File: config.mk
export PLATFORM = sky130hd
export DESIGN_NAME = lat_mon_top
export DESIGN_NICKNAME = d
export VERILOG_FILES = /design/src/lat_mon_pkg.sv /design/src/lat_mon_top.sv /design/src/lat_pair_readout.sv /design/src/lat_delta_stats.sv /design/src/lat_stamp_fifo.sv /design/src/lat_event_capture.sv
export SDC_FILE = /design/constraint.sdc
export NUM_CORES = 1
export LEC_CHECK = 0
export BUFFER_PORTS_ARGS = -buffer_cell sky130_fd_sc_hd__buf_2
export CORE_MARGIN = 5
export CORE_UTILIZATION = 40
export DETAILED_ROUTE_END_ITERATION = 16
export PLACE_DENSITY = 0.67
export SLEW_MARGIN = 15
export SYNTH_ARGS = -nofsm -noshare
export SYNTH_HDL_FRONTEND = slang
export SYNTH_SLANG_ARGS = --single-unit
File: constraint.sdc
create_clock -name lat_clk -period 5.99 [get_ports lat_clk]
set_clock_uncertainty 0.15 [all_clocks]
set_input_delay 1.198 -clock lat_clk [delete_from_list [all_inputs] [get_ports lat_clk]]
set_output_delay 1.198 -clock lat_clk [all_outputs]
set_load 0.1 [all_outputs]
File: src/lat_mon_pkg.sv
// Latency monitor package: stamp width, stamp/write/record/statistics types, default sizes
`default_nettype none

package lat_mon_pkg;

    // ########################################
    // Widths and sizes
    // ########################################

    // Timer and stamp width
    localparam int STAMP_W = 16;

    // Store 0 holds send stamps, store 1 holds receive stamps
    localparam int NUM_STORES = 2;

    // Defaults for the top level parameters
    localparam int DEF_FIFO_DEPTH = 16;
    localparam int DEF_ADJ_FACTOR = 1;

    // ########################################
    // Types
    // ########################################

    typedef logic [STAMP_W-1:0] stamp_t;

    // One write into a stamp store
    typedef struct packed {
        logic   wr;
        stamp_t stamp;
    } stamp_wr_t;

    // Send stamp sits in the upper half
    typedef struct packed {
        stamp_t send;
        stamp_t rcvd;
    } lat_record_t;

    // Running latency statistics
    typedef struct packed {
        logic [31:0] sum;
        logic [31:0] count;
        stamp_t      max;
        stamp_t      min;
    } lat_stats_t;

endpackage

`default_nettype wire
File: src/lat_mon_top.sv
// Latency monitor top: event capture, send and receive stamp stores, pair readout
`timescale 1ns/1ps
`default_nettype none

module lat_mon_top #(
    parameter int FIFO_DEPTH = lat_mon_pkg::DEF_FIFO_DEPTH,
    parameter int ADJ_FACTOR = lat_mon_pkg::DEF_ADJ_FACTOR
) (
    input  wire                             lat_clk,
    input  wire                             lat_rstn,
    input  logic                            i_pkt_sent,
    input  logic                            i_pkt_rcvd,
    input  logic                            i_go,
    input  logic                            i_clear,
    input  logic [31:0]                     i_pkt_cnt,
    input  logic                            i_rec_ready,
    output lat_mon_pkg::lat_record_t        o_rec,
    output logic                            o_rec_valid,
    output logic [$clog2(FIFO_DEPTH):0]     o_count,
    output logic                            o_full,
    output lat_mon_pkg::lat_stats_t         o_stats,
    output logic                            o_done
);

    localparam int NS = lat_mon_pkg::NUM_STORES;

    lat_mon_pkg::stamp_wr_t         wr       [NS];
    lat_mon_pkg::stamp_t            heads    [NS];
    logic [$clog2(FIFO_DEPTH):0]    counts   [NS];
    logic [NS-1:0]                  full;
    logic [NS-1:0]                  not_empty;
    logic [NS-1:0]                  pop;

    lat_event_capture #(
        .FIFO_DEPTH (FIFO_DEPTH)
    ) u_capture (
        .lat_clk    (lat_clk),
        .lat_rstn   (lat_rstn),
        .i_pkt_sent (i_pkt_sent),
        .i_pkt_rcvd (i_pkt_rcvd),
        .i_go       (i_go),
        .i_clear    (i_clear),
        .i_full     (full),
        .o_wr       (wr)
    );

    // Store 0 takes send stamps, store 1 receive stamps
    for (genvar g = 0; g < NS; g++) begin : g_store
        lat_stamp_fifo #(
            .FIFO_DEPTH  (FIFO_DEPTH)
        ) u_fifo (
            .lat_clk     (lat_clk),
            .lat_rstn    (lat_rstn),
            .i_clear     (i_clear),
            .i_wr        (wr[g]),
            .i_pop       (pop[g]),
            .o_head      (heads[g]),
            .o_not_empty (not_empty[g]),
            .o_count     (counts[g]),
            .o_full      (full[g])
        );
    end

    lat_pair_readout #(
        .ADJ_FACTOR  (ADJ_FACTOR)
    ) u_readout (
        .lat_clk     (lat_clk),
        .lat_rstn    (lat_rstn),
        .i_clear     (i_clear),
        .i_pkt_cnt   (i_pkt_cnt),
        .i_heads     (heads),
        .i_not_empty (not_empty),
        .i_rec_ready (i_rec_ready),
        .o_pop       (pop),
        .o_rec       (o_rec),
        .o_rec_valid (o_rec_valid),
        .o_stats     (o_stats),
        .o_done      (o_done)
    );

    // Status follows the send store
    assign o_count = counts[0];
    assign o_full  = full[0];

endmodule

`default_nettype wire

File: src/lat_pair_readout.sv
// Pair readout: joins both store heads into one record over valid/ready, feeds statistics
`timescale 1ns/1ps
`default_nettype none

module lat_pair_readout #(
    parameter int ADJ_FACTOR = 1
) (
    input  wire                                  lat_clk,
    input  wire                                  lat_rstn,
    input  logic                                 i_clear,
    input  logic [31:0]                          i_pkt_cnt,
    input  lat_mon_pkg::stamp_t                  i_heads [lat_mon_pkg::NUM_STORES],
    input  logic [lat_mon_pkg::NUM_STORES-1:0]   i_not_empty,
    input  logic                                 i_rec_ready,
    output logic [lat_mon_pkg::NUM_STORES-1:0]   o_pop,
    output lat_mon_pkg::lat_record_t             o_rec,
    output logic                                 o_rec_valid,
    output lat_mon_pkg::lat_stats_t              o_stats,
    output logic                                 o_done
);

    logic xfer;

    // ########################################
    // Record handshake
    // ########################################

    // A record exists only when both sides hold a stamp
    assign o_rec_valid = &i_not_empty;
    assign xfer        = o_rec_valid & i_rec_ready;

    assign o_rec.send = i_heads[0];
    assign o_rec.rcvd = i_heads[1];

    // Both stores advance together
    assign o_pop = {lat_mon_pkg::NUM_STORES{xfer}};

    // ########################################
    // Statistics
    // ########################################

    lat_delta_stats #(
        .ADJ_FACTOR   (ADJ_FACTOR)
    ) u_stats (
        .lat_clk      (lat_clk),
        .lat_rstn     (lat_rstn),
        .i_clear      (i_clear),
        .i_rec        (o_rec),
        .i_rec_strobe (xfer),
        .i_pkt_cnt    (i_pkt_cnt),
        .o_stats      (o_stats),
        .o_done       (o_done)
    );

endmodule

`default_nettype wire

File: src/lat_delta_stats.sv
// Latency statistics: per-record latency, running sum, count, maximum, minimum, done flag
`timescale 1ns/1ps
`default_nettype none

module lat_delta_stats #(
    parameter int ADJ_FACTOR = 1
) (
    input  wire                         lat_clk,
    input  wire                         lat_rstn,
    input  logic                        i_clear,
    input  lat_mon_pkg::lat_record_t    i_rec,
    input  logic                        i_rec_strobe,
    input  logic [31:0]                 i_pkt_cnt,
    output lat_mon_pkg::lat_stats_t     o_stats,
    output logic                        o_done
);

    lat_mon_pkg::stamp_t    delta;
    logic                   delta_vld;
    lat_mon_pkg::lat_stats_t stats;

    // ########################################
    // Stage 1, latency and count
    // ########################################

    always_ff @(posedge lat_clk) begin
        if (!lat_rstn || i_clear) begin
            delta       <= '0;
            delta_vld   <= 1'b0;
            stats.count <= '0;
        end else begin
            delta_vld <= i_rec_strobe;
            if (i_rec_strobe) begin
                // Wraps modulo 2^16 with the timer
                delta       <= i_rec.rcvd - i_rec.send
                               - lat_mon_pkg::STAMP_W'(ADJ_FACTOR);
                stats.count <= stats.count + 1'b1;
            end
        end
    end

    // ########################################
    // Stage 2, sum and extremes
    // ########################################

    always_ff @(posedge lat_clk) begin
        if (!lat_rstn || i_clear) begin
            stats.sum <= '0;
            stats.max <= '0;
            stats.min <= '1;
        end else if (delta_vld) begin
            stats.sum <= stats.sum + {16'd0, delta};
            if (delta > stats.max) begin
                stats.max <= delta;
            end
            if (delta < stats.min) begin
                stats.min <= delta;
            end
        end
    end

    // Done trails the count by a cycle
    always_ff @(posedge lat_clk) begin
        if (!lat_rstn || i_clear) begin
            o_done <= 1'b0;
        end else begin
            o_done <= (stats.count == i_pkt_cnt) && (stats.count != '0);
        end
    end

    assign o_stats = stats;

endmodule

`default_nettype wire

File: src/lat_stamp_fifo.sv
// Show-ahead stamp FIFO with fill count and full flag
`timescale 1ns/1ps
`default_nettype none

module lat_stamp_fifo #(
    parameter int FIFO_DEPTH = 16
) (
    input  wire                              lat_clk,
    input  wire                              lat_rstn,
    input  logic                             i_clear,
    input  lat_mon_pkg::stamp_wr_t           i_wr,
    input  logic                             i_pop,
    output lat_mon_pkg::stamp_t              o_head,
    output logic                             o_not_empty,
    output logic [$clog2(FIFO_DEPTH):0]      o_count,
    output logic                             o_full
);

    localparam int AW    = $clog2(FIFO_DEPTH);
    localparam int CNT_W = AW + 1;

    lat_mon_pkg::stamp_t mem [FIFO_DEPTH];

    // Pointers carry one wrap bit above the address
    logic [AW:0]        wr_ptr;
    logic [AW:0]        rd_ptr;
    logic [AW:0]        wr_ptr_nxt;
    logic [AW:0]        rd_ptr_nxt;
    logic [CNT_W-1:0]   count_nxt;
    logic [CNT_W-1:0]   count_q;
    logic               full_q;
    logic               not_empty_q;

    assign wr_ptr_nxt = wr_ptr + {{AW{1'b0}}, i_wr.wr};
    assign rd_ptr_nxt = rd_ptr + {{AW{1'b0}}, i_pop};
    assign count_nxt  = wr_ptr_nxt - rd_ptr_nxt;

    always_ff @(posedge lat_clk) begin
        if (!lat_rstn || i_clear) begin
            wr_ptr      <= '0;
            rd_ptr      <= '0;
            count_q     <= '0;
            full_q      <= 1'b0;
            not_empty_q <= 1'b0;
        end else begin
            wr_ptr      <= wr_ptr_nxt;
            rd_ptr      <= rd_ptr_nxt;
            count_q     <= count_nxt;
            full_q      <= (count_nxt == CNT_W'(FIFO_DEPTH));
            not_empty_q <= (count_nxt != '0);
        end
    end

    // ########################################
    // Storage
    // ########################################

    always_ff @(posedge lat_clk) begin
        if (i_wr.wr && !i_clear) begin
            mem[wr_ptr[AW-1:0]] <= i_wr.stamp;
        end
    end

    // Head is visible without a read request
    assign o_head      = mem[rd_ptr[AW-1:0]];
    assign o_not_empty = not_empty_q;
    assign o_count     = count_q;

    // Also counts a write already on its way in, so the
    // writer sees the last free slot as taken in time
    assign o_full = full_q |
                    ((count_q == CNT_W'(FIFO_DEPTH - 1)) & i_wr.wr & ~i_pop);

endmodule

`default_nettype wire

File: src/lat_event_capture.sv
// Event capture: free-running timer, send/receive gating, pending count, store write strobes
`timescale 1ns/1ps
`default_nettype none

module lat_event_capture #(
    parameter int FIFO_DEPTH = 16
) (
    input  wire                                   lat_clk,
    input  wire                                   lat_rstn,
    input  logic                                  i_pkt_sent,
    input  logic                                  i_pkt_rcvd,
    input  logic                                  i_go,
    input  logic                                  i_clear,
    input  logic [lat_mon_pkg::NUM_STORES-1:0]    i_full,
    output lat_mon_pkg::stamp_wr_t                o_wr [lat_mon_pkg::NUM_STORES]
);

    // Pending never exceeds the send store depth
    localparam int PEND_W = $clog2(FIFO_DEPTH) + 1;

    lat_mon_pkg::stamp_t                 timer;
    logic [PEND_W-1:0]                   pending;
    logic [lat_mon_pkg::NUM_STORES-1:0]  accept;
    logic [lat_mon_pkg::NUM_STORES-1:0]  wr_q;
    lat_mon_pkg::stamp_t                 stamp_q [lat_mon_pkg::NUM_STORES];

    // ########################################
    // Timer
    // ########################################

    always_ff @(posedge lat_clk) begin
        if (!lat_rstn) begin
            timer <= '0;
        end else begin
            timer <= timer + 1'b1;
        end
    end

    // ########################################
    // Event gating
    // ########################################

    // A receive needs an outstanding send
    assign accept[0] = i_pkt_sent & i_go & ~i_full[0];
    assign accept[1] = i_pkt_rcvd & (pending != '0) & ~i_full[1];

    always_ff @(posedge lat_clk) begin
        if (!lat_rstn || i_clear) begin
            pending <= '0;
        end else begin
            case (accept)
                2'b01:   pending <= pending + 1'b1;
                2'b10:   pending <= pending - 1'b1;
                default: pending <= pending;
            endcase
        end
    end

    // ########################################
    // Store writes
    // ########################################

    always_ff @(posedge lat_clk) begin
        if (!lat_rstn || i_clear) begin
            wr_q <= '0;
        end else begin
            wr_q <= accept;
        end
    end

    // Stamp of the cycle the event was sampled
    always_ff @(posedge lat_clk) begin
        for (int i = 0; i < lat_mon_pkg::NUM_STORES; i++) begin
            if (accept[i]) begin
                stamp_q[i] <= timer;
            end
        end
    end

    always_comb begin
        for (int i = 0; i < lat_mon_pkg::NUM_STORES; i++) begin
            o_wr[i].wr    = wr_q[i];
            o_wr[i].stamp = stamp_q[i];
        end
    end

endmodule

`default_nettype wire

==> metrics.md <==
| Metric | Value |
|---|---|
| Cell variety after synth | `58` |
| Synthesized area | `30000 sq um` |
| Prevailing post-synth register cell | `edfxtp_1` |
| CTS tree | `done` |
| Period utilization | `81.4%` |
| Hold/Removal Path Class | `flop to flop` |
| Worst-Skew Late Latency | `620 ps` |
| R2R Setup Slk | `1340 ps` |
| CTS resizes | `0` |
| Fmax | `205 MHz` |
| Initial Util | `40.4%` |
| Final core utilization | `46.5%` |
| Die Y | `284 microns` |
| Cell taking the most area after synthesis | `edfxtp_1` |
| Die Area | `80700 sq um` |
| Postcts setup bufs | `0` |
| Final net count | `2286` |
| Hold-fix buffers, CTS | `0` |
| DR WL/cell | `23.8 microns` |
| Slew headroom | `29.1%` |
| Boundary Pins | `175` |
| Layout Cells excl Fill | `3187` |
| Share of cells above drive strength 1 | `23.5%` |
| CTS Buf Count | `73` |
| Largest net degree at the start of global routing | `63` |
| Global-route wire length before repair | `114000 microns` |
| WP buf/inv | `3` |
| Seq/Total Area, Yosys | `65.8%` |
| Root Driver | `clkbuf_16` |
| Clock Sinks | `715` |
| Max Cap Viol | `0` |
| Post-DP HPWL | `49100 microns` |
| Area grow syn2layout | `15.2%` |
| Post-synth EDFFs | `544` |
| Max Transition Viols Final | `0` |
| Critical Path AT | `3530 ps` |
| Final min period | `4880 ps` |
| Crit-path cells | `buf_4, buf_4, mux4_2, mux4_2, buf_2` |
| CP max-delay cell | `dfxtp_2` |
| Clock Path Buffers | `3` |
| Worst setup SP type | `flop` |
| Largest cells by area after synthesis | `edfxtp_1 54%, mux4_2 12%, dfxtp_1 11%` |
| Static Leakage | `0.0121 uW` |
| Yosys warns | `0` |
| Final WL | `75700 microns` |
| Worst Setup End Kind | `output pin` |
| Run status | `completed` |
| Crit-path leading delay family | `buffers and inverters` |
| H-tree levels | `3` |
| Width of the die | `284 microns` |
| Placer Congestion | `0.862` |
| Antenna violations before repair | `4` |
| TritonRoute pass-1 iters | `5` |
| GRT Resource Usage Total | `18.4%` |
| Final hold vios | `0` |
| Post-synthesis cell count | `1935` |
| # setup viols final | `0` |
| Number of global-route vias before repair | `17800` |
| Async SR Flop Fraction | `0%` |
| Setup TNS | `0 ps` |
| Vias per Instance | `5.58` |
| Cell count after placement | `3051` |
| RSZ-0062 raised after global routing | `false` |
| Crit Path Category | `flop to output pin` |
| Std-Cell Rows | `100` |
| Register Area | `19800 sq um` |
| Net Count, Synth | `2064` |
| Slew @ Worst Pin | `1060 ps` |
| Port Buffer Count | `174` |
| #FFs+latches synth | `715` |
| Power Density | `288 nW/um^2` |
| CP max FO | `37` |
| CP peak stage delay | `980 ps` |
| Syn Area/Cell | `15.5 sq um` |
| Core footprint | `74400 sq um` |
| Global route overflow | `0` |
| 1st-iter DRT viols | `1671` |
| WP data required | `4640 ps` |
| Via count | `17800` |
| Multi-input gate area | `9720 sq um` |
| Yosys top cell area share | `54.4%` |
| Maximum vdd drop | `0.224 mV` |
| DRC violations left | `0` |
| Fillers | `6266` |
| Clk slew on worst S/H paths | `60 ps` |
| Final ANT Viol Nets | `0` |
==> report_power, final <==
part | internal [uW] | switching (uW) | leakage, uW
Clock | 2620 | 1900 | 0.00115
Combinational | 33.1 | 71.8 | 0.00460
Sequential | 5310 | 30.2 | 0.00630
Total | 7960 | 2000 | 0.0121
==> flip-flops by register name, summed over array words and instances, names as in the netlist <==
| register | flops |
|---|---|
| g_store.u_fifo.full_q | 2 |
| g_store.u_fifo.mem | 512 |
| g_store.u_fifo.o_count | 10 |
| g_store.u_fifo.o_not_empty | 2 |
| g_store.u_fifo.rd_ptr | 10 |
| g_store.u_fifo.wr_ptr | 10 |
| u_capture.pending | 5 |
| u_capture.stamp_q | 32 |
| u_capture.timer | 16 |
| u_capture.wr_q | 2 |
| u_readout.u_stats.delta | 16 |
| u_readout.u_stats.delta_vld | 1 |
| u_readout.u_stats.o_done | 1 |
| u_readout.u_stats.o_stats | 96 |
==> synth_stat cells, drive strengths merged, types with 23 or more instances <==
cell,number
nand3,43
nand2,129
edfxtp,544
and2,29
a21oi,58
xnor2,56
nor2,126
xor2,64
ha,85
inv,78
dfxtp,171
buf,40
clkbuf,39
a21o,23
mux4,160
mux2i,27
o21ai,41
==> tightest hold or removal path: stages, from the launching register on <==
cell	delay, ps
dfxtp_1	320
nand2_1	50
mux2i_1	50
==> kinds of logic after synthesis <==
| family | Yosys count | synth area share [%] |
|---|---|---|
| AOI/OAI and AO/OA | 203 | 4.39 |
| xor gates and xnor gates | 120 | 3.50 |
| adders and majority gates | 90 | 3.87 |
| buffers and inverters | 158 | 2.14 |
| DFF | 715 | 65.8 |
| muxes | 187 | 12.9 |
| and+or+nand+nor | 462 | 7.44 |
==> metrics by stage <==
step | area, sq um | power (uW) | setup WS (ps) | hold WS [ps]
4_1_cts | 34600 | 10000 | 1020 | 329
2_1_floorplan | 30000 | 5490 | 608 | 293
6_report | 34600 | 9960 | 1110 | 323
5_1_grt | 34600 | 10300 | 978 | 350
3_3_place_gp | 32200 | 5540 | 1520 | 313
3_5_place_dp | 32200 | 5550 | 1330 | 319
==> worst paths after layout <==
check                                     start                       endpoint  cells after the start
setup / recovery    g_store[1].u_fifo.rd_ptr[1]                      o_rec[14]                      5
hold / removal    u_readout.u_stats.o_stats[25]  u_readout.u_stats.o_stats[25]                      2
setup reg to reg    g_store[0].u_fifo.rd_ptr[0]    u_readout.u_stats.delta[15]                     12
hold reg to reg   u_readout.u_stats.o_stats[25]  u_readout.u_stats.o_stats[25]                      2
==> metal layers <==
metal / global-route usage (%) / vias up / wire length (microns)
li1: - / 7851 / -
met1: 25.4 / 9125 / 31400
met2: 30.4 / 688 / 37000
met3: 3.33 / 127 / 5630
met4: 5.07 / 0 / 1680
met5: 0 / - / 0
==> cell type report <==
| type | count | area share, % |
|---|---|---|
| Tap cell | 969 | 3.50 |
| Inverter | 79 | 0.856 |
| Multi-Input combinational cell | 1062 | 28.1 |
| Clock inverter | 35 | 1.07 |
| Antenna cell | 3 | 0.0217 |
| Clock buffer | 98 | 5.76 |
| Sequential cell | 715 | 57.1 |
| Timing Repair Buffer | 226 | 3.64 |
==> cell usage in the layout, fill, tap and decap left out, types with 57 or more instances in the layout <==
cell type  instances
a21oi_1           57
buf_2            174
clkbuf_16         75
dfxtp_1          167
edfxtp_1         544
ha_1              85
inv_1             78
mux4_2           160
nand2_1          128
nor2_1           126
xor2_1            64
No activity file was read; power rests on OpenSTA's default activity.
